[src/common/ac97_pkg.sv]
package ac97_pkg;

  //////////////////////////////////////////////////////////////////////
  // frame geometry
  //////////////////////////////////////////////////////////////////////

  localparam int FRAME_BITS  = 256;  // bits per ac97 frame
  localparam int TAG_BITS    = 16;   // slot 0
  localparam int SLOT_BITS   = 20;   // slots 1 to 12
  localparam int SAMPLE_BITS = 8;    // user pcm width
  localparam int VOLUME_BITS = 5;

  typedef logic [$clog2(FRAME_BITS)-1:0] bit_count_t;  // 0 to 255
  typedef logic [SLOT_BITS-1:0]          slot_t;
  typedef logic [SAMPLE_BITS-1:0]        sample_t;     // left-justified in a slot
  typedef logic [VOLUME_BITS-1:0]        volume_t;

  localparam volume_t VOLUME_MAX   = '1;    // 31, loudest
  localparam volume_t VOLUME_RESET = 5'd8;

  // sample strobe position within the frame
  localparam bit_count_t SAMPLE_STROBE_BIT = 8'd128;

  // codec held in reset this long after system reset
  localparam int CODEC_RESET_CYCLES = 1024;

  //////////////////////////////////////////////////////////////////////
  // codec register commands
  //////////////////////////////////////////////////////////////////////

  typedef logic [7:0]  reg_addr_t;
  typedef logic [15:0] reg_data_t;

  typedef struct packed {
    reg_addr_t address;  // goes out in slot 1
    reg_data_t data;     // goes out in slot 2
  } cmd_word_t;

  localparam logic [2:0] REC_SOURCE_MIC = 3'd0;

  localparam reg_addr_t REG_HEADPHONE_VOL = 8'h04;
  localparam reg_addr_t REG_BEEP_VOL      = 8'h0A;
  localparam reg_addr_t REG_MIC_VOL       = 8'h0E;
  localparam reg_addr_t REG_PCM_VOL       = 8'h18;
  localparam reg_addr_t REG_REC_SELECT    = 8'h1A;
  localparam reg_addr_t REG_REC_GAIN      = 8'h1C;
  localparam reg_addr_t REG_GENERAL       = 8'h20;
  localparam reg_addr_t REG_VENDOR_ID     = 8'h80;  // read bit set, harmless filler

endpackage

[src/common/codec_cmd_if.sv]
// one codec register command, held steady between sample strobes
interface codec_cmd_if;
  import ac97_pkg::*;

  reg_addr_t cmd_address;
  reg_data_t cmd_data;
  logic      cmd_valid;   // low until the first table entry is out

  modport sequencer (
    output cmd_address,
    output cmd_data,
    output cmd_valid
  );

  modport engine (
    input cmd_address,
    input cmd_data,
    input cmd_valid
  );

endinterface

[src/common/pcm_if.sv]
// per-frame sample exchange and frame strobe
interface pcm_if;
  import ac97_pkg::*;

  logic    sample_strobe;  // one cycle at bit 128
  sample_t play_left;      // sampled by engine at bit 255
  sample_t play_right;
  slot_t   rec_left;       // full slot 3 from bit 76 on
  slot_t   rec_right;      // full slot 4 from bit 96 on

  modport engine (
    output sample_strobe,
    input  play_left,
    input  play_right,
    output rec_left,
    output rec_right
  );

  modport user (
    input  sample_strobe,
    output play_left,
    output play_right,
    input  rec_left,
    input  rec_right
  );

  modport sequencer (input sample_strobe);

endinterface

[src/ac97/ac97_cmd_sequencer.sv]
module ac97_cmd_sequencer (
  input  logic              clock,
  input  logic              reset,
  input  ac97_pkg::volume_t volume,
  codec_cmd_if.sequencer    cmd,
  pcm_if.sequencer          pcm
);
  import ac97_pkg::*;

  logic [3:0] step;          // wraps at 16
  cmd_word_t  table_word;
  cmd_word_t  command;
  logic       command_valid;
  volume_t    attenuation;

  // codec wants attenuation, 0 is loudest
  assign attenuation = VOLUME_MAX - volume;

  //////////////////////////////////////////////////////////////////////
  // command table
  //////////////////////////////////////////////////////////////////////

  always_comb begin
    case (step)
      4'd3: begin  // headphone volume, same on both channels
        table_word = {REG_HEADPHONE_VOL, 3'b000, attenuation, 3'b000, attenuation};
      end
      4'd5: begin
        table_word = {REG_PCM_VOL, 16'h0808};  // pcm out gain
      end
      4'd6: begin  // record source, both channels from mic
        table_word = {REG_REC_SELECT, 5'b00000, REC_SOURCE_MIC,
                      5'b00000, REC_SOURCE_MIC};
      end
      4'd7: begin
        table_word = {REG_REC_GAIN, 16'h0F0F};  // max record gain
      end
      4'd9: begin
        table_word = {REG_MIC_VOL, 16'h8048};   // mic +20 dB boost
      end
      4'd10: begin
        table_word = {REG_BEEP_VOL, 16'h0000};
      end
      4'd11: begin
        table_word = {REG_GENERAL, 16'h8000};   // pcm out bypasses 3d mix
      end
      default: begin
        table_word = {REG_VENDOR_ID, 16'h0000}; // step 0 and idle steps
      end
    endcase
  end

  //////////////////////////////////////////////////////////////////////
  // step counter
  //////////////////////////////////////////////////////////////////////

  // new entry the cycle after each strobe, engine picks it up at bit 255
  always_ff @(posedge clock) begin
    if (reset) begin
      step          <= 4'd0;
      command       <= {REG_VENDOR_ID, 16'h0000};
      command_valid <= 1'b0;
    end else if (pcm.sample_strobe) begin
      command       <= table_word;
      step          <= step + 4'd1;
      command_valid <= 1'b1;
    end
  end

  assign cmd.cmd_address = command.address;
  assign cmd.cmd_data    = command.data;
  assign cmd.cmd_valid   = command_valid;

endmodule

[src/ac97/ac97_frame_engine.sv]
module ac97_frame_engine (
  input  logic        clock,
  input  logic        reset,
  codec_cmd_if.engine cmd,
  pcm_if.engine       pcm,
  output logic        ac97_synch,
  output logic        ac97_sdata_out,
  input  logic        ac97_sdata_in
);
  import ac97_pkg::*;

  // tag plus slots 1 to 4, everything after is zero
  localparam int HEAD_BITS   = TAG_BITS + 4 * SLOT_BITS;     // 96
  localparam int SLOT3_FIRST = TAG_BITS + 2 * SLOT_BITS;     // 56
  localparam int SLOT4_FIRST = SLOT3_FIRST + SLOT_BITS;      // 76
  localparam int ADDR_PAD    = SLOT_BITS - $bits(reg_addr_t);
  localparam int DATA_PAD    = SLOT_BITS - $bits(reg_data_t);
  localparam int SAMPLE_PAD  = SLOT_BITS - SAMPLE_BITS;
  localparam int TAG_PAD     = TAG_BITS - 5;                 // unused slot valids

  localparam bit_count_t LAST_BIT = bit_count_t'(FRAME_BITS - 1);

  bit_count_t bit_count;    // index of the bit now on the wire
  bit_count_t next_count;

  // frame copy, taken at bit 255
  cmd_word_t frame_cmd;
  logic      frame_cmd_valid;
  sample_t   frame_left;
  sample_t   frame_right;
  logic      frame_pcm_valid;
  logic      pcm_armed;     // a play sample has been latched since reset

  logic [TAG_BITS-1:0]  tag;
  slot_t                slot1;
  slot_t                slot2;
  slot_t                slot3;
  slot_t                slot4;
  logic [HEAD_BITS-1:0] frame_head;

  assign next_count = bit_count + 1'b1;  // wraps 255 -> 0

  //////////////////////////////////////////////////////////////////////
  // outgoing frame image
  //////////////////////////////////////////////////////////////////////

  assign tag = {1'b1,                            // frame valid
                frame_cmd_valid, frame_cmd_valid, // slot 1 and 2 valid
                frame_pcm_valid, frame_pcm_valid, // slot 3 and 4 valid
                {TAG_PAD{1'b0}}};

  // slot contents are zeroed when their tag is clear
  assign slot1 = frame_cmd_valid ? {frame_cmd.address, {ADDR_PAD{1'b0}}} : '0;
  assign slot2 = frame_cmd_valid ? {frame_cmd.data, {DATA_PAD{1'b0}}} : '0;
  assign slot3 = frame_pcm_valid ? {frame_left, {SAMPLE_PAD{1'b0}}} : '0;
  assign slot4 = frame_pcm_valid ? {frame_right, {SAMPLE_PAD{1'b0}}} : '0;

  assign frame_head = {tag, slot1, slot2, slot3, slot4};

  // once per frame, mid-frame
  assign pcm.sample_strobe = (bit_count == SAMPLE_STROBE_BIT);

  //////////////////////////////////////////////////////////////////////
  // bit counter, synch and serializer
  //////////////////////////////////////////////////////////////////////

  // outputs are registered from next_count so synch and data line up
  always_ff @(posedge clock) begin
    if (reset) begin
      bit_count       <= LAST_BIT;   // first frame starts right after reset
      ac97_synch      <= 1'b0;
      ac97_sdata_out  <= 1'b0;
      frame_cmd_valid <= 1'b0;
      frame_pcm_valid <= 1'b0;
      pcm_armed       <= 1'b0;
    end else begin
      bit_count  <= next_count;
      ac97_synch <= (next_count < TAG_BITS);  // high over slot 0
      if (next_count < HEAD_BITS)
        ac97_sdata_out <= frame_head[HEAD_BITS-1-next_count];  // msb first
      else
        ac97_sdata_out <= 1'b0;

      if (pcm.sample_strobe)
        pcm_armed <= 1'b1;

      if (bit_count == LAST_BIT) begin
        frame_cmd_valid <= cmd.cmd_valid;
        frame_pcm_valid <= pcm_armed;   // keeps first frame empty
      end
    end
  end

  // payload copy for the next frame
  always_ff @(posedge clock) begin
    if (bit_count == LAST_BIT) begin
      frame_cmd   <= {cmd.cmd_address, cmd.cmd_data};
      frame_left  <= pcm.play_left;
      frame_right <= pcm.play_right;
    end
  end

  //////////////////////////////////////////////////////////////////////
  // deserializer
  //////////////////////////////////////////////////////////////////////

  // sampled in the same cycles that slots 3 and 4 go out
  always_ff @(posedge clock) begin
    if (bit_count >= SLOT3_FIRST && bit_count < SLOT4_FIRST)
      pcm.rec_left <= {pcm.rec_left[SLOT_BITS-2:0], ac97_sdata_in};
    else if (bit_count >= SLOT4_FIRST && bit_count < HEAD_BITS)
      pcm.rec_right <= {pcm.rec_right[SLOT_BITS-2:0], ac97_sdata_in};
  end

endmodule

[src/hdl/audio_top.sv]
module audio_top #(
  parameter int DEBOUNCE_CYCLES = 270000
) (
  input  logic              clock,          // ac97 bit clock
  input  logic              reset,
  input  logic              button_up,
  input  logic              button_down,
  input  ac97_pkg::sample_t play_data,
  output ac97_pkg::sample_t rec_data,
  output logic              sample_ready,
  output logic              codec_reset_b,
  output logic              ac97_synch,
  output logic              ac97_sdata_out,
  input  logic              ac97_sdata_in
);
  import ac97_pkg::*;

  localparam int POWER_COUNT_W = $clog2(CODEC_RESET_CYCLES);

  logic [POWER_COUNT_W-1:0] power_count;
  volume_t                  volume;
  sample_t                  play_sample;   // repeats if not refreshed

  codec_cmd_if cmd_bus ();
  pcm_if       pcm_bus ();

  //////////////////////////////////////////////////////////////////////
  // codec power-up delay
  //////////////////////////////////////////////////////////////////////

  // codec_reset_b rises CODEC_RESET_CYCLES after reset drops
  always_ff @(posedge clock) begin
    if (reset) begin
      power_count   <= '0;
      codec_reset_b <= 1'b0;
    end else if (power_count == POWER_COUNT_W'(CODEC_RESET_CYCLES - 1)) begin
      codec_reset_b <= 1'b1;      // counter parks here
    end else begin
      power_count   <= power_count + 1'b1;
    end
  end

  //////////////////////////////////////////////////////////////////////
  // sample path
  //////////////////////////////////////////////////////////////////////

  always_ff @(posedge clock) begin
    if (pcm_bus.sample_strobe)
      play_sample <= play_data;
  end

  // mono out on both channels
  assign pcm_bus.play_left  = play_sample;
  assign pcm_bus.play_right = play_sample;

  assign rec_data     = pcm_bus.rec_left[SLOT_BITS-1 -: SAMPLE_BITS];  // left only
  assign sample_ready = pcm_bus.sample_strobe;

  //////////////////////////////////////////////////////////////////////
  // blocks
  //////////////////////////////////////////////////////////////////////

  volume_control #(
    .DEBOUNCE_CYCLES(DEBOUNCE_CYCLES)
  ) u_volume_control (
    .clock(clock),
    .reset(reset),
    .button_up(button_up),
    .button_down(button_down),
    .volume(volume)
  );

  ac97_cmd_sequencer u_cmd_sequencer (
    .clock(clock),
    .reset(reset),
    .volume(volume),
    .cmd(cmd_bus.sequencer),
    .pcm(pcm_bus.sequencer)
  );

  ac97_frame_engine u_frame_engine (
    .clock(clock),
    .reset(reset),
    .cmd(cmd_bus.engine),
    .pcm(pcm_bus.engine),
    .ac97_synch(ac97_synch),
    .ac97_sdata_out(ac97_sdata_out),
    .ac97_sdata_in(ac97_sdata_in)
  );

endmodule

[src/hdl/debounce.sv]
module debounce #(
  parameter int DEBOUNCE_CYCLES = 270000
) (
  input  logic clock,
  input  logic reset,
  input  logic noisy,
  output logic clean
);

  localparam int COUNT_W = $clog2(DEBOUNCE_CYCLES + 1);

  logic [COUNT_W-1:0] count;      // cycles since last change
  logic               last_noisy;

  always_ff @(posedge clock) begin
    if (reset) begin
      count      <= '0;
      last_noisy <= noisy;
      clean      <= noisy;          // start out agreeing with the pin
    end else if (noisy != last_noisy) begin
      last_noisy <= noisy;          // bounce, start over
      count      <= '0;
    end else if (count == COUNT_W'(DEBOUNCE_CYCLES)) begin
      clean      <= last_noisy;     // stable long enough
    end else begin
      count      <= count + 1'b1;
    end
  end

endmodule

[src/hdl/volume_control.sv]
module volume_control #(
  parameter int DEBOUNCE_CYCLES = 270000
) (
  input  logic              clock,
  input  logic              reset,
  input  logic              button_up,
  input  logic              button_down,
  output ac97_pkg::volume_t volume
);
  import ac97_pkg::*;

  logic up_clean;
  logic down_clean;
  logic up_q;       // previous clean levels
  logic down_q;
  logic up_rise;
  logic down_rise;

  debounce #(
    .DEBOUNCE_CYCLES(DEBOUNCE_CYCLES)
  ) u_debounce_up (
    .clock(clock),
    .reset(reset),
    .noisy(button_up),
    .clean(up_clean)
  );

  debounce #(
    .DEBOUNCE_CYCLES(DEBOUNCE_CYCLES)
  ) u_debounce_down (
    .clock(clock),
    .reset(reset),
    .noisy(button_down),
    .clean(down_clean)
  );

  assign up_rise   = up_clean & ~up_q;
  assign down_rise = down_clean & ~down_q;

  // one step per press, clamped at both ends
  always_ff @(posedge clock) begin
    if (reset) begin
      volume <= VOLUME_RESET;
      up_q   <= up_clean;     // button held through reset is not a press
      down_q <= down_clean;
    end else begin
      up_q   <= up_clean;
      down_q <= down_clean;
      if (up_rise && !down_rise && volume != VOLUME_MAX)
        volume <= volume + 1'b1;
      else if (down_rise && !up_rise && volume != '0)
        volume <= volume - 1'b1;
      // both at once cancel out
    end
  end

endmodule

[config.mk]
export PLATFORM = sky130hd
export DESIGN_NAME = audio_top
export DESIGN_NICKNAME = d
export VERILOG_FILES = /design/src/common/ac97_pkg.sv /design/src/common/codec_cmd_if.sv /design/src/common/pcm_if.sv /design/src/ac97/ac97_cmd_sequencer.sv /design/src/ac97/ac97_frame_engine.sv /design/src/hdl/audio_top.sv /design/src/hdl/debounce.sv /design/src/hdl/volume_control.sv
export SDC_FILE = /design/constraint.sdc
export NUM_CORES = 1
export LEC_CHECK = 0
export BUFFER_PORTS_ARGS = -buffer_cell sky130_fd_sc_hd__buf_4
export CAP_MARGIN = 20
export CORE_MARGIN = 1
export CORE_UTILIZATION = 40
export DETAILED_ROUTE_END_ITERATION = 10
export GPL_TIMING_DRIVEN = 0
export HOLD_SLACK_MARGIN = 0.02
export PLACE_DENSITY = 0.6
export SYNTH_ARGS = -nofsm -noshare
export SYNTH_HDL_FRONTEND = slang
export SYNTH_HIERARCHICAL = 1
export SYNTH_SLANG_ARGS = --single-unit
[constraint.sdc]
create_clock -name clock -period 10.2 [get_ports clock]
set_clock_uncertainty 0.1 [all_clocks]
set_input_delay 0 -clock clock [delete_from_list [all_inputs] [get_ports clock]]
set_output_delay 0 -clock clock [all_outputs]
set_load 0.005 [all_outputs]
---- Yosys cells after proc, flatten, opt, wreduce, memory -nomap -nowiden ----
Cells that the tools add are included.
word-level totals
  bits in registers ....................... 160
  input port bits ......................... 13
operators by class
  mux-type cells .......................... 18
  add/sub/neg operators ................... 9
  equal/unequal tests ..................... 17
  bitwise operators ....................... 5
  reduce and logical (&&, ||, !) cells .... 18
  magnitude comparators ................... 5
operator list
  kind                                                                                  count
  24-bit case mux with 7 select lines                                                   1
  20-bit two-way mux                                                                    3
  19-bit by 1-bit adder with 19-bit output (second input constant)                      2
  19-bit equality test (second input constant)                                          2
  32-bit by 8-bit < comparator with 1-bit output (second input constant)                1
  8-bit equality test (second input constant)                                           2
  8-bit by 7-bit < comparator with 1-bit output (second input constant)                 2
  4-bit by 3-bit equality test with 1-bit output (second input constant)                3
  4-bit equality test (second input constant)                                           3
  1-bit two-way mux                                                                     11
  10-bit by 1-bit adder with 10-bit output (second input constant)                      1
  10-bit equality test (second input constant)                                          1
  5-bit two-way mux                                                                     2
  2-bit nonzero test                                                                    5
  7-bit by 8-bit subtractor with 9-bit output (first input constant)                    1
  8-bit by 1-bit adder with 8-bit output (second input constant)                        1
  8-bit by 6-bit greater-or-equal comparator with 1-bit output (second input constant)  1
  8-bit by 5-bit < comparator with 1-bit output (second input constant)                 1
  1-bit binary-select mux with 7-bit select                                             1
  2-bit OR reduction                                                                    3
  5-bit by 1-bit adder with 5-bit output (second input constant)                        1
  1-bit logical AND                                                                     5
  5-bit != test (second input constant)                                                 1
  5-bit nonzero test                                                                    1
  other kinds (10)                                                                      17

---- Depth between registers and ports, before layout ----
Gate-level depths: netlist (run 1).
  depth in word-level cells ............... 7
  depth in mapped cells ................... 10

---- Cells and area by module ----
Netlist (run 1), hierarchy kept.
by module, submodules not included
  module              area each (µm²)  seq. area each (µm²)  cells an instance  times used
  ac97_frame_engine   3,424.5          2,662.6               187                1
  debounce            1,021.0          440.4                 113                2
  ac97_cmd_sequencer  952.2            380.4                 107                1
  audio_top           780.7            460.4                 63                 1
  volume_control      422.9            140.1                 43                 1

---- Worst setup path after synthesis (run 1) ----
OpenSTA, ideal clock, no wires.
  kind .................................... register -> register
  from .................................... register u_frame_engine.bit_count[1]
  to ...................................... register u_frame_engine.frame_cmd_valid
  setup time .............................. 123 ps
  period minus slack after synthesis ...... 4,261 ps
  cell stages (with the launch flop) ...... 6
  setup slack ............................. 5,939 ps
  arrival ................................. 4,038 ps
  path buffers ............................ 0
  data required time ...................... 9,977 ps
  cells stage by stage .................... dfxtp_1 -> ha_1 -> nand2_1 -> nor3_1 -> mux2i_1 -> nor2_1
on the way
  word-level cells in the longest chain between the ends .. 1
RTL lines
  item                      line                     text
  start: declaration        ac97_frame_engine.sv:23  bit_count_t bit_count;
  start signal: assignment  ac97_frame_engine.sv:77  bit_count <= next_count;
  8-bit equality test       ac97_frame_engine.sv:87  if (bit_count == LAST_BIT) begin
  end signal: assignment    ac97_frame_engine.sv:88  frame_cmd_valid <= cmd.cmd_valid;
  end: declaration          ac97_frame_engine.sv:28  logic frame_cmd_valid;
No other way between the ends.
A chain may end at the register's enable or synchronous reset.

---- Worst setup path after layout (run 1) ----
  from .................................... register u_frame_engine.bit_count[0]
  to ...................................... register u_frame_engine.ac97_sdata_out
on the way
  word-level cells in the longest chain between the ends .. 4
  elaborated cells on any way between the ends .. 7
RTL lines
  item                                                                                                                 line                                              text
  8-bit by 1-bit adder with 8-bit output (*)                                                                           ac97_frame_engine.sv:41                           assign next_count = bit_count + 1'b1;
  net u_frame_engine.next_count[0]                                                                                     ac97_frame_engine.sv:24                           bit_count_t next_count;
  7-bit by 8-bit subtractor with 9-bit output / 8-bit by 7-bit < comparator with 1-bit output (equally long branches)  ac97_frame_engine.sv:80, ac97_frame_engine.sv:79
  1-bit binary-select mux with 7-bit select / 1-bit inverter (equally long branches)                                   --
  1-bit two-way mux (implied by the code) / 2-bit OR reduction (equally long branches)                                 --
  end signal: assignment                                                                                               ac97_frame_engine.sv:80                           ac97_sdata_out <= frame_head[HEAD_BITS-1-next_count];
  end: declaration                                                                                                     ac97_frame_engine.sv:7                            output logic ac97_sdata_out,
Mark *: on every way through the listed nets, which the timed path passes. The rest lies on a longest branch. The select of a mux whose other input is x is not followed.

==> results of run 1 <==
-- flip-flops by register name (all words and copies together) (netlist names), 4 cells and up --
register                                count
pcm_bus.play_left                           8
power_count                                10
u_cmd_sequencer/cmd.cmd_address             6
u_cmd_sequencer/cmd.cmd_data                8
u_cmd_sequencer/step                        4
u_frame_engine/bit_count                    8
u_frame_engine/frame_cmd                   24
u_frame_engine/frame_left                   8
u_frame_engine/frame_right                  8
u_frame_engine/pcm.rec_left                20
u_volume_control/u_debounce_down/count     19
u_volume_control/u_debounce_up/count       19
u_volume_control/volume                     5
-- worst register-to-register path, cell delays in order (launching register included) --
cell and delay (ps):
dfxtp_1 350, buf_4 220, inv_2 110, ha_1 460
buf_2 320, mux4_1 600, nor2_1 120, o31ai_1 100
nand4_1 140, o31ai_2 80
-- layout make-up --
class / instances / share of cell area [%]
clock buffer: 18 / 5.21
clock inverter: 14 / 1.62
inverter: 25 / 1.14
multi-input combinational: 398 / 34.7
sequential: 160 / 47.6
timing repair buffer: 41 / 4.33
buffer: 26 / 1.96
tap: 225 / 3.41
-- per-stage QoR --
| step | util (%) | std cells | setup slack [ps] | hold WS, ps | power, mW |
|---|---|---|---|---|---|
| finish | 48.0 | 907 | 7490 | 203 | 1.55 |
| global route | 48.0 | 907 | 7300 | 192 | 1.62 |
| CTS | 48.0 | 907 | 7470 | 184 | 1.57 |
| detailed placement | 44.0 | 863 | 7480 | 79.2 | 0.961 |
| global placement | 43.6 | 858 | 4740 | 79.0 | 0.949 |
| floorplan | - | 609 | 5940 | -30.9 | 0.900 |
-- cell usage in the layout, fill, tap and decap left out, types with 9 or more instances in the layout --
master,count
dfxtp_1,88
edfxtp_1,72
nor2_1,48
buf_4,37
nand2_1,31
nand3_1,25
a21oi_1,25
xnor2_1,24
inv_1,22
nand2b_1,19
o21ai_0,17
clkbuf_16,17
ha_1,13
dlygate4sd3_1,12
nand4_1,12
or3_1,11
mux2i_1,11
nor4_1,11
a31oi_1,10
buf_2,9
nor3_1,9
-- final timing paths --
check                           slack (ps)                            end  cells past startpoint                            startpoint
worst max-delay path                  7490  u_frame_engine/ac97_sdata_out                      9           u_frame_engine/bit_count[0]
worst min-delay path                   200           pcm_bus.play_left[7]                      2                          play_data[7]
worst max register to register        7490  u_frame_engine/ac97_sdata_out                      9           u_frame_engine/bit_count[0]
worst min register to register         280          u_volume_control/up_q                      0  u_volume_control/u_debounce_up/clean
-- power by group through the flow --
stage	registers [mW]	clock network [mW]	logic, mW
after CTS	0.749	0.616	0.204
after detailed placement	0.762	0	0.199
final	0.749	0.597	0.202
after global routing	0.754	0.645	0.224
after floorplan	0.758	0	0.142
after global placement	0.766	0	0.183
-- routing by layer --
metal / wire, um / track usage (%) / vias to the layer above / share of wire [%]
met3: 433 / 4.16 / 18 / 3.3
met4: 191 / 5.93 / 0 / 1.5
li1: - / - / 2355 / -
met2: 6350 / 26.7 / 67 / 49
met1: 5960 / 19.2 / 2287 / 46
met5: 0 / 0 / - / 0
==> qor.yml, run 1 <==
status:
  status: "finished clean"
place:
  port-buffer-count: 24
  hpwl_um: 8830
  placed_area_um2: 7560
  gp_congestion: 0.834
sta:
  finalHoldViolCount: 0
  post-route-period-util_pct: 26.5
  setup_tns_ps: 0
  finalMaxSlewViolations: 0
  maxSlewHeadroom_pct: 32.5
  setup_viol: 0
  max_freq_ghz: 0.369
  period_minus_slack_ps: 2710
  worst_pin_slew_ps: 1010
  rsz0062_at_grt: "false"
min_path:
  worstHoldPathType: "input port to flip-flop"
detailed_routing:
  drc: 0
  dr_total_vias: 4727
  wl_per_cell_um: 14.3
  vias_per_cell: 5.21
  finalWirelength_um: 12900
  ant_nets: 0
  drt_pass1_iterations: 4
  drt_iter0_markers: 228
finish:
  layout-drive-gt1-share_pct: 18.8
  seqCellArea_um2: 3920
  multi_input_area_um2: 2860
  antenna_cells: 0
  fillers: 1576
  layout.nets: 696
  design_area_um2: 8240
  areaGrowthSynthToFinish_pct: 17.6
floorplan:
  dieWidth_um: 134
  die-area_um2: 18100
  coreArea_um2: 17200
  pin_count: 25
  start_util_pct: 40.8
  die_y_um: 134
  rows: 48
power_and_ir_drop:
  p_int_mw: 1.15
  net-switching-power_mw: 0.396
  clkPwrFrac_pct: 38.6
  seqPwrFrac_pct: 48.4
  switching_share_pct: 25.6
  power.leakage_nw: 2.83
  power.density_nw_per_um2: 188
  p_comb_share_pct: 13.1
  vdd_ir_drop_max_mv: 0.131
clocking:
  cts-root-buf: "clkbuf_16"
  numCtsBuffers: 17
  cts-htree-levels: 4
  cts_tree: "yes"
  cts_setup_buffers: 0
  cts_resized: 0
  clkLatencyLatePin_ps: 420
  path_clk_slew_ps: 60
  hold_buffers: 12
  clkSinkCount: 160
  clk_path_buf_depth: 2
critical_path:
  slowest_stage: "mux4_1"
  cp.required_ps: 10400
  path_max_fanout: 10
  cpPeakStageDelay_ps: 600
  worst_setup_path_start_kind: "flip-flop"
  arrival_ps: 2910
  cp.buffers_inverters: 3
  cp-end-kind: "flip-flop"
  cp_top_family: "buffers and inverters"
  critical_path.cell_chain: "buf_4 -> inv_2 -> ha_1 -> buf_2 -> mux4_1 -> nor2_1 -> o31ai_1 -> nand4_1 -> o31ai_2"
  worstSetupPathType: "flip-flop to flip-flop"
global_route:
  antenna_found_initial: 0
  grt_usage_pct: 15.8
  grt_pass1_vias: 4682
  grt_pass1_wl_um: 22400
  gr-total-overflow: 0
  grt_start_max_net_pins: 25
logic_synthesis:
  avgSynthCellArea_um2: 11.6
  syn_area_um2: 7010
  postSynthCellCount: 604
  yosysWarningCount: 6
job:
  maxCapViolations: 0
No activity file was read; power rests on OpenSTA's default activity.
==> run 2: changes to the inputs <==
- clock period: 10.2 -> 2.8 ns (I/O delays scaled with it)
==> run 2 against run 1 <==
Net effect: global-route usage decreased by 0.12 points; combinational power rose to 3.9 times the previous value; via count is 1.1% lower; critical endpoint unchanged; fmax rose by 3.6%; count of clock-buffer cells in the layout is 2 higher; routed wire length grew 1.4%; critical path type unchanged; worst hold slack improved by 5.7 ps.
==> qor.yml, run 2 (same netlist as run 1, synthesis figures left out) <==
status:
  status: "finished clean"  # unchanged
clocking:
  cts-htree-levels: 4  # unchanged
  clkSinkCount: 160  # unchanged
  numCtsBuffers: 17  # unchanged
  path_clk_slew_ps: 60  # about the same
  cts-root-buf: "clkbuf_16"  # unchanged
  clkLatencyLatePin_ps: 420  # about the same
  cts_setup_buffers: 0  # unchanged
  clk_path_buf_depth: 2  # unchanged
  cts_tree: "yes"  # unchanged
sta:
  finalMaxSlewViolations: 0  # unchanged
  period_minus_slack_ps: 2610  # was 2710 ps
  hold_slack_ps: 209  # was 203 ps
  post-route-period-util_pct: 93.3  # was 26.5%
  setup_viol: 0  # unchanged
  rsz0062_at_grt: "false"  # unchanged
  finalHoldViolCount: 0  # unchanged
  max_freq_ghz: 0.383  # was 0.369 GHz
  maxSlewHeadroom_pct: 55.5  # was 32.5%
  worst_pin_slew_ps: 663  # was 1010 ps
min_path:
  hp-start: "play_data[4]"  # was play_data[7]
  holdPathStages: 2  # unchanged
  worstHoldPathType: "input port to flip-flop"  # unchanged
  min_to: "pcm_bus.play_left[4]"  # was pcm_bus.play_left[7]
place:
  placed_area_um2: 7600  # was 7560 um2
  port-buffer-count: 24  # unchanged
  hpwl_um: 8850  # was 8830 um
  gp_congestion: 0.828  # was 0.834
finish:
  seqCellArea_um2: 3920  # unchanged
  fillers: 1575  # was 1,576
  final_common_cell: "dfxtp_1"  # unchanged
  top_register: "u_frame_engine/frame_cmd"  # unchanged
  areaGrowthSynthToFinish_pct: 18.6  # was 17.6%
  largest_reg_flops: 24  # unchanged
  layout-drive-gt1-share_pct: 18.4  # was 18.8%
  reg_top3: "u_frame_engine/frame_cmd (24), u_frame_engine/pcm.rec_left (20)"  # unchanged
  antenna_cells: 0  # unchanged
  multi_input_area_um2: 2890  # was 2860 um2
  layout.nets: 695  # was 696
  design_area_um2: 8310  # was 8240 um2
  finish.utilization_pct: 48.4  # was 48.0%
  final_cell_mix: "88 x dfxtp_1, 72 x edfxtp_1, 48 x nor2_1"  # unchanged
critical_path:
  cp-end-kind: "flip-flop"  # unchanged
  cp.required_ps: 3000  # was 10,400 ps
  arrival_ps: 2810  # was 2910 ps
  r2r.worst_path.cells: 8  # was 9
  worstSetupPathType: "flip-flop to flip-flop"  # unchanged
  r2r-start: "u_frame_engine/bit_count[0]"  # unchanged
  path_max_fanout: 10  # unchanged
  rr_endpoint: "u_frame_engine/ac97_sdata_out"  # unchanged
  ff2ff_setup_slack_ps: 190  # was 7490 ps
  worst_setup_path_start_kind: "flip-flop"  # unchanged
floorplan:
  pin_count: 25  # unchanged
  rows: 48  # unchanged
  coreArea_um2: 17200  # unchanged
  start_util_pct: 40.8  # unchanged
  die_y_um: 134  # unchanged
  die-area_um2: 18100  # unchanged
  dieWidth_um: 134  # unchanged
power_and_ir_drop:
  p_int_mw: 4.38  # was 1.15 mW
  power.leakage_nw: 2.86  # was 2.83 nW
  p_comb_share_pct: 13.7  # was 13.1%
  power.density_nw_per_um2: 698  # was 188 nW/um2
  switching_share_pct: 24.5  # was 25.6%
  vdd_ir_drop_max_mv: 0.414  # was 0.131 mV
  clkPwrFrac_pct: 39.3  # was 38.6%
  net-switching-power_mw: 1.42  # was 0.396 mW
  seqPwrFrac_pct: 47.0  # was 48.4%
detailed_routing:
  vias_per_cell: 5.16  # was 5.21
  drt_pass1_iterations: 4  # unchanged
  wl_per_cell_um: 14.5  # was 14.3 um
  dr_total_vias: 4677  # was 4,727
  drc: 0  # unchanged
  ant_nets: 0  # unchanged
  finalWirelength_um: 13100  # was 12,900 um
  drt_iter0_markers: 259  # was 228
global_route:
  grt_start_max_net_pins: 25  # unchanged
  grt_usage_pct: 15.6  # was 15.8%
  antenna_found_initial: 0  # unchanged
  gr-total-overflow: 0  # unchanged
  grt_pass1_vias: 4621  # was 4,682
  grt_pass1_wl_um: 22200  # was 22,400 um
job:
  maxCapViolations: 0  # unchanged
-- run 2: cell count changes in the layout (fill, tap and decap cells not counted), sizes merged --
cell,delta
inv,-3
bufinv,+2
clkbuf,+2
buf,-1
clkinv,-1
-- run 2: through the flow --
step | instances | setup TNS (ps) | total power, mW | setup slack, ps
final | 906 | 0 | 5.80 | 187
after global routing | 906 | 0 | 6.05 | 48.7
after CTS | 906 | 0 | 5.86 | 8.16
after detailed placement | 862 | 0 | 3.55 | 15.2
after global placement | 858 | -6430 | 3.46 | -475
after floorplan | 609 | 0 | 3.28 | 420
-- run 2: metal layers --
layer	wire (um)	track usage, %	vias to the layer above
met3	424	4.46	10
li1	-	-	2357
met5	0	0	-
met4	131	5.87	0
met1	6180	19.4	2243
met2	6380	25.8	67
-- run 2: worst max-delay path by stage --
stage / cells past startpoint / slack, ps / start / to
5_1_grt: 8 / 50 / u_frame_engine/bit_count[0] / u_frame_engine/ac97_sdata_out
2_1_floorplan: 8 / 420 / u_frame_engine/bit_count[0] / u_cmd_sequencer/cmd.cmd_address[5]
4_1_cts: 8 / 8 / u_frame_engine/bit_count[0] / u_frame_engine/ac97_sdata_out
3_3_place_gp: 8 / -480 / u_frame_engine/bit_count[0] / u_cmd_sequencer/cmd.cmd_data[15]
6_report: 8 / 190 / u_frame_engine/bit_count[0] / u_frame_engine/ac97_sdata_out
3_5_place_dp: 10 / 20 / u_frame_engine/bit_count[0] / u_frame_engine/ac97_sdata_out
-- run 2: cell type report --
class / count / share of cell area (%)
Clock buffer: 20 / 5.25
Tap cell: 225 / 3.39
Clock inverter: 12 / 1.70
Multi-Input combinational cell: 398 / 34.8
Timing Repair Buffer: 40 / 4.59
Buffer: 26 / 1.97
Sequential cell: 160 / 47.2
Inverter: 25 / 1.13
-- run 2: worst max-delay path, cell delays in order, from the launching register on --
cell and delay (ps):
dfxtp_1 350, buf_4 230, inv_2 110, ha_2 430, mux4_1 610, a21oi_1 210
nor3_2 70, o32ai_2 300, o31ai_2 90
-- run 2: power groups by stage --
stage          Combinational (mW)  Sequential, mW  Clock (mW)
2_1_floorplan               0.530            2.75           0
3_3_place_gp                0.680            2.78           0
3_5_place_dp                0.767            2.78           0
4_1_cts                     0.791            2.73        2.34
5_1_grt                     0.871            2.75        2.43
6_report                    0.794            2.73        2.28
-- run 2: repair_timing --
action | 4_1_cts | 5_1_grt
gates resized for setup | 1 | 2
endpoints found under the setup margin | 1 | 1
hold buffers | 12 | 0
hold endpoints to repair | 25 | 0
==> run 3: changes to the inputs <==
- CORE_ASPECT_RATIO: unset -> 1.75
==> run 3 against run 2 <==
Net effect: sequential power is essentially flat; final area fell by 0.24%; critical path depth grew 1; critical endpoint unchanged; largest cell class unchanged; highest routed layer unchanged.
==> qor.yml, run 3 (same netlist as run 1, synthesis figures left out) <==
finish:
  layout-drive-gt1-share_pct: 18.7  # was 18.4%
  top_register: "u_frame_engine/frame_cmd"  # unchanged
  reg_top3: "u_frame_engine/frame_cmd (24), u_frame_engine/pcm.rec_left (20)"  # unchanged
  areaGrowthSynthToFinish_pct: 18.3  # was 18.6%
  final_cell_mix: "88 x dfxtp_1, 72 x edfxtp_1, 48 x nor2_1"  # unchanged
  instances_no_fill: 907  # was 906
  final_common_cell: "dfxtp_1"  # unchanged
  finish.utilization_pct: 48.7  # was 48.4%
  largest_reg_flops: 24  # unchanged
  antenna_cells: 0  # unchanged
  layout.nets: 694  # was 695
clocking:
  clkLatencyLatePin_ps: 420  # about the same
  path_clk_slew_ps: 60  # about the same
  numCtsBuffers: 17  # unchanged
  clk_path_buf_depth: 2  # unchanged
  cts-htree-levels: 4  # unchanged
  cts-root-buf: "clkbuf_16"  # unchanged
  clkSinkCount: 160  # unchanged
  cts_tree: "yes"  # unchanged
job:
  maxCapViolations: 0  # unchanged
place:
  dp.cells: 862  # unchanged
  hpwl_um: 9490  # was 8850 um
  port-buffer-count: 24  # unchanged
  place_ws_ps: 46.3  # was 15.2 ps
  gp_congestion: 0.855  # was 0.828
detailed_routing:
  drt_iter0_markers: 142  # was 259
  drc: 0  # unchanged
  dr_total_vias: 4758  # was 4,677
  finalWirelength_um: 13100  # about the same
  ant_nets: 0  # unchanged
  vias_per_cell: 5.25  # was 5.16
  wl_per_cell_um: 14.4  # was 14.5 um
  drt_pass1_iterations: 4  # unchanged
critical_path:
  cp.buffers_inverters: 3  # was 2
  path_max_fanout: 10  # unchanged
  cp_top_family: "buffers and inverters"  # was multiplexers
  endpoint: "u_frame_engine/ac97_sdata_out"  # unchanged
  r2r-start: "u_frame_engine/bit_count[0]"  # unchanged
  cp-end-kind: "flip-flop"  # unchanged
  rr_endpoint: "u_frame_engine/ac97_sdata_out"  # unchanged
  critical_path.cell_chain: "buf_4 -> inv_2 -> ha_2 -> clkbuf_4 -> mux4_1 -> nor2_1 -> o31ai_1 -> nand4_1 -> o31ai_2"  # was buf_4 -> inv_2 -> ha_2 -> mux4_1 -> a21oi_1 -> nor3_2 -> o32ai_2 -> o31ai_2
  slowest_stage: "mux4_1"  # unchanged
  cp.required_ps: 3000  # about the same
  worstSetupPathType: "flip-flop to flip-flop"  # unchanged
  r2r.worst_path.cells: 9  # was 8
  arrival_ps: 2820  # was 2810 ps
  crit_start: "u_frame_engine/bit_count[0]"  # unchanged
  worst-path-stages: 9  # was 8
  cpPeakStageDelay_ps: 600  # was 610 ps
  worst_setup_path_start_kind: "flip-flop"  # unchanged
  ff2ff_setup_slack_ps: 190  # about the same
sta:
  finalMaxSlewViolations: 0  # unchanged
  setup_viol: 0  # unchanged
  setup_ws_ps: 185  # was 187 ps
  rsz0062_at_grt: "false"  # unchanged
  worst_pin_slew_ps: 950  # was 663 ps
  finalHoldViolCount: 0  # unchanged
  max_freq_ghz: 0.382  # was 0.383 GHz
  period_minus_slack_ps: 2610  # about the same
  post-route-period-util_pct: 93.4  # was 93.3%
  maxSlewHeadroom_pct: 36.4  # was 55.5%
floorplan:
  dieWidth_um: 102  # was 134 um
  pin_count: 25  # unchanged
  start_util_pct: 41.2  # was 40.8%
  rows: 63  # was 48
  die-area_um2: 18100  # about the same
  die_y_um: 177  # was 134 um
  coreArea_um2: 17000  # was 17,200 um2
global_route:
  grt_pass1_vias: 4863  # was 4,621
  grt_start_max_net_pins: 25  # unchanged
  antenna_found_initial: 0  # unchanged
  grt_usage_pct: 15.8  # was 15.6%
  grt_pass1_wl_um: 22100  # was 22,200 um
  gr-total-overflow: 0  # unchanged
power_and_ir_drop:
  power.density_nw_per_um2: 700  # was 698 nW/um2
  vdd_ir_drop_max_mv: 0.377  # was 0.414 mV
  power_mw: 5.81  # was 5.80 mW
  power.leakage_nw: 2.86  # about the same
status:
  status: "finished clean"  # unchanged
min_path:
  worstHoldPathType: "input port to flip-flop"  # unchanged
  holdPathStages: 2  # unchanged
## run 3: per-stage QoR
| stage | TNS, ps | hold WS (ps) | area, um2 |
|---|---|---|---|
| floorplan | 0 | -30.9 | 7050 |
| global placement | -4750 | 79.2 | 7510 |
| detailed placement | 0 | 79.6 | 7550 |
| CTS | 0 | 179 | 8280 |
| global route | 0 | 193 | 8290 |
| finish | 0 | 200 | 8290 |
## run 3: layout make-up
cell class	count	area [um2]
Fill cell	1557	8730
Sequential cell	160	3920
Multi-Input combinational cell	398	2880
Clock buffer	17	425
Timing Repair Buffer	39	338
Tap cell	227	284
Clock inverter	15	181
Buffer	26	164
Inverter	25	93.8
## run 3: how the worst min path moves through the flow
stage                       startpoint                    endpoint
after floorplan                  reset  u_volume_control/volume[1]
after global placement    play_data[0]        pcm_bus.play_left[0]
after detailed placement  play_data[5]        pcm_bus.play_left[5]
after CTS                 play_data[0]        pcm_bus.play_left[0]
after global routing      play_data[1]        pcm_bus.play_left[1]
final                     play_data[2]        pcm_bus.play_left[2]
## run 3: power breakdown
group          internal (mW)  switching, mW  total [mW]
Combinational          0.311          0.421       0.732
Clock                   1.41          0.938        2.35
Sequential              2.64         0.0831        2.72
Total                   4.37           1.44        5.81
## run 3: what timing repair did
item / 4_1_cts / 5_1_grt
gates resized for setup: 0 / 2
setup buffers: 0 / 1
endpoints found under the hold margin: 27 / 0
hold buffers: 12 / 0
setup endpoints to repair: 0 / 4
## run 3: worst reg2reg max path: stages, from the launching register on
cell and delay [ps]:
dfxtp_1 350, buf_4 220, inv_2 120, ha_2 430
clkbuf_4 270, mux4_1 610, nor2_1 130, o31ai_1 90
nand4_1 120, o31ai_2 70
## run 3: per-layer routing
metal	vias up	part of all wire [%]	routed length, um	GRT usage [%]
met1	2326	39	5090	15.5
met5	-	0	0	0
li1	2352	-	-	-
met2	54	57	7430	30.0
met3	26	1.8	231	3.48
met4	0	2.7	350	7.92
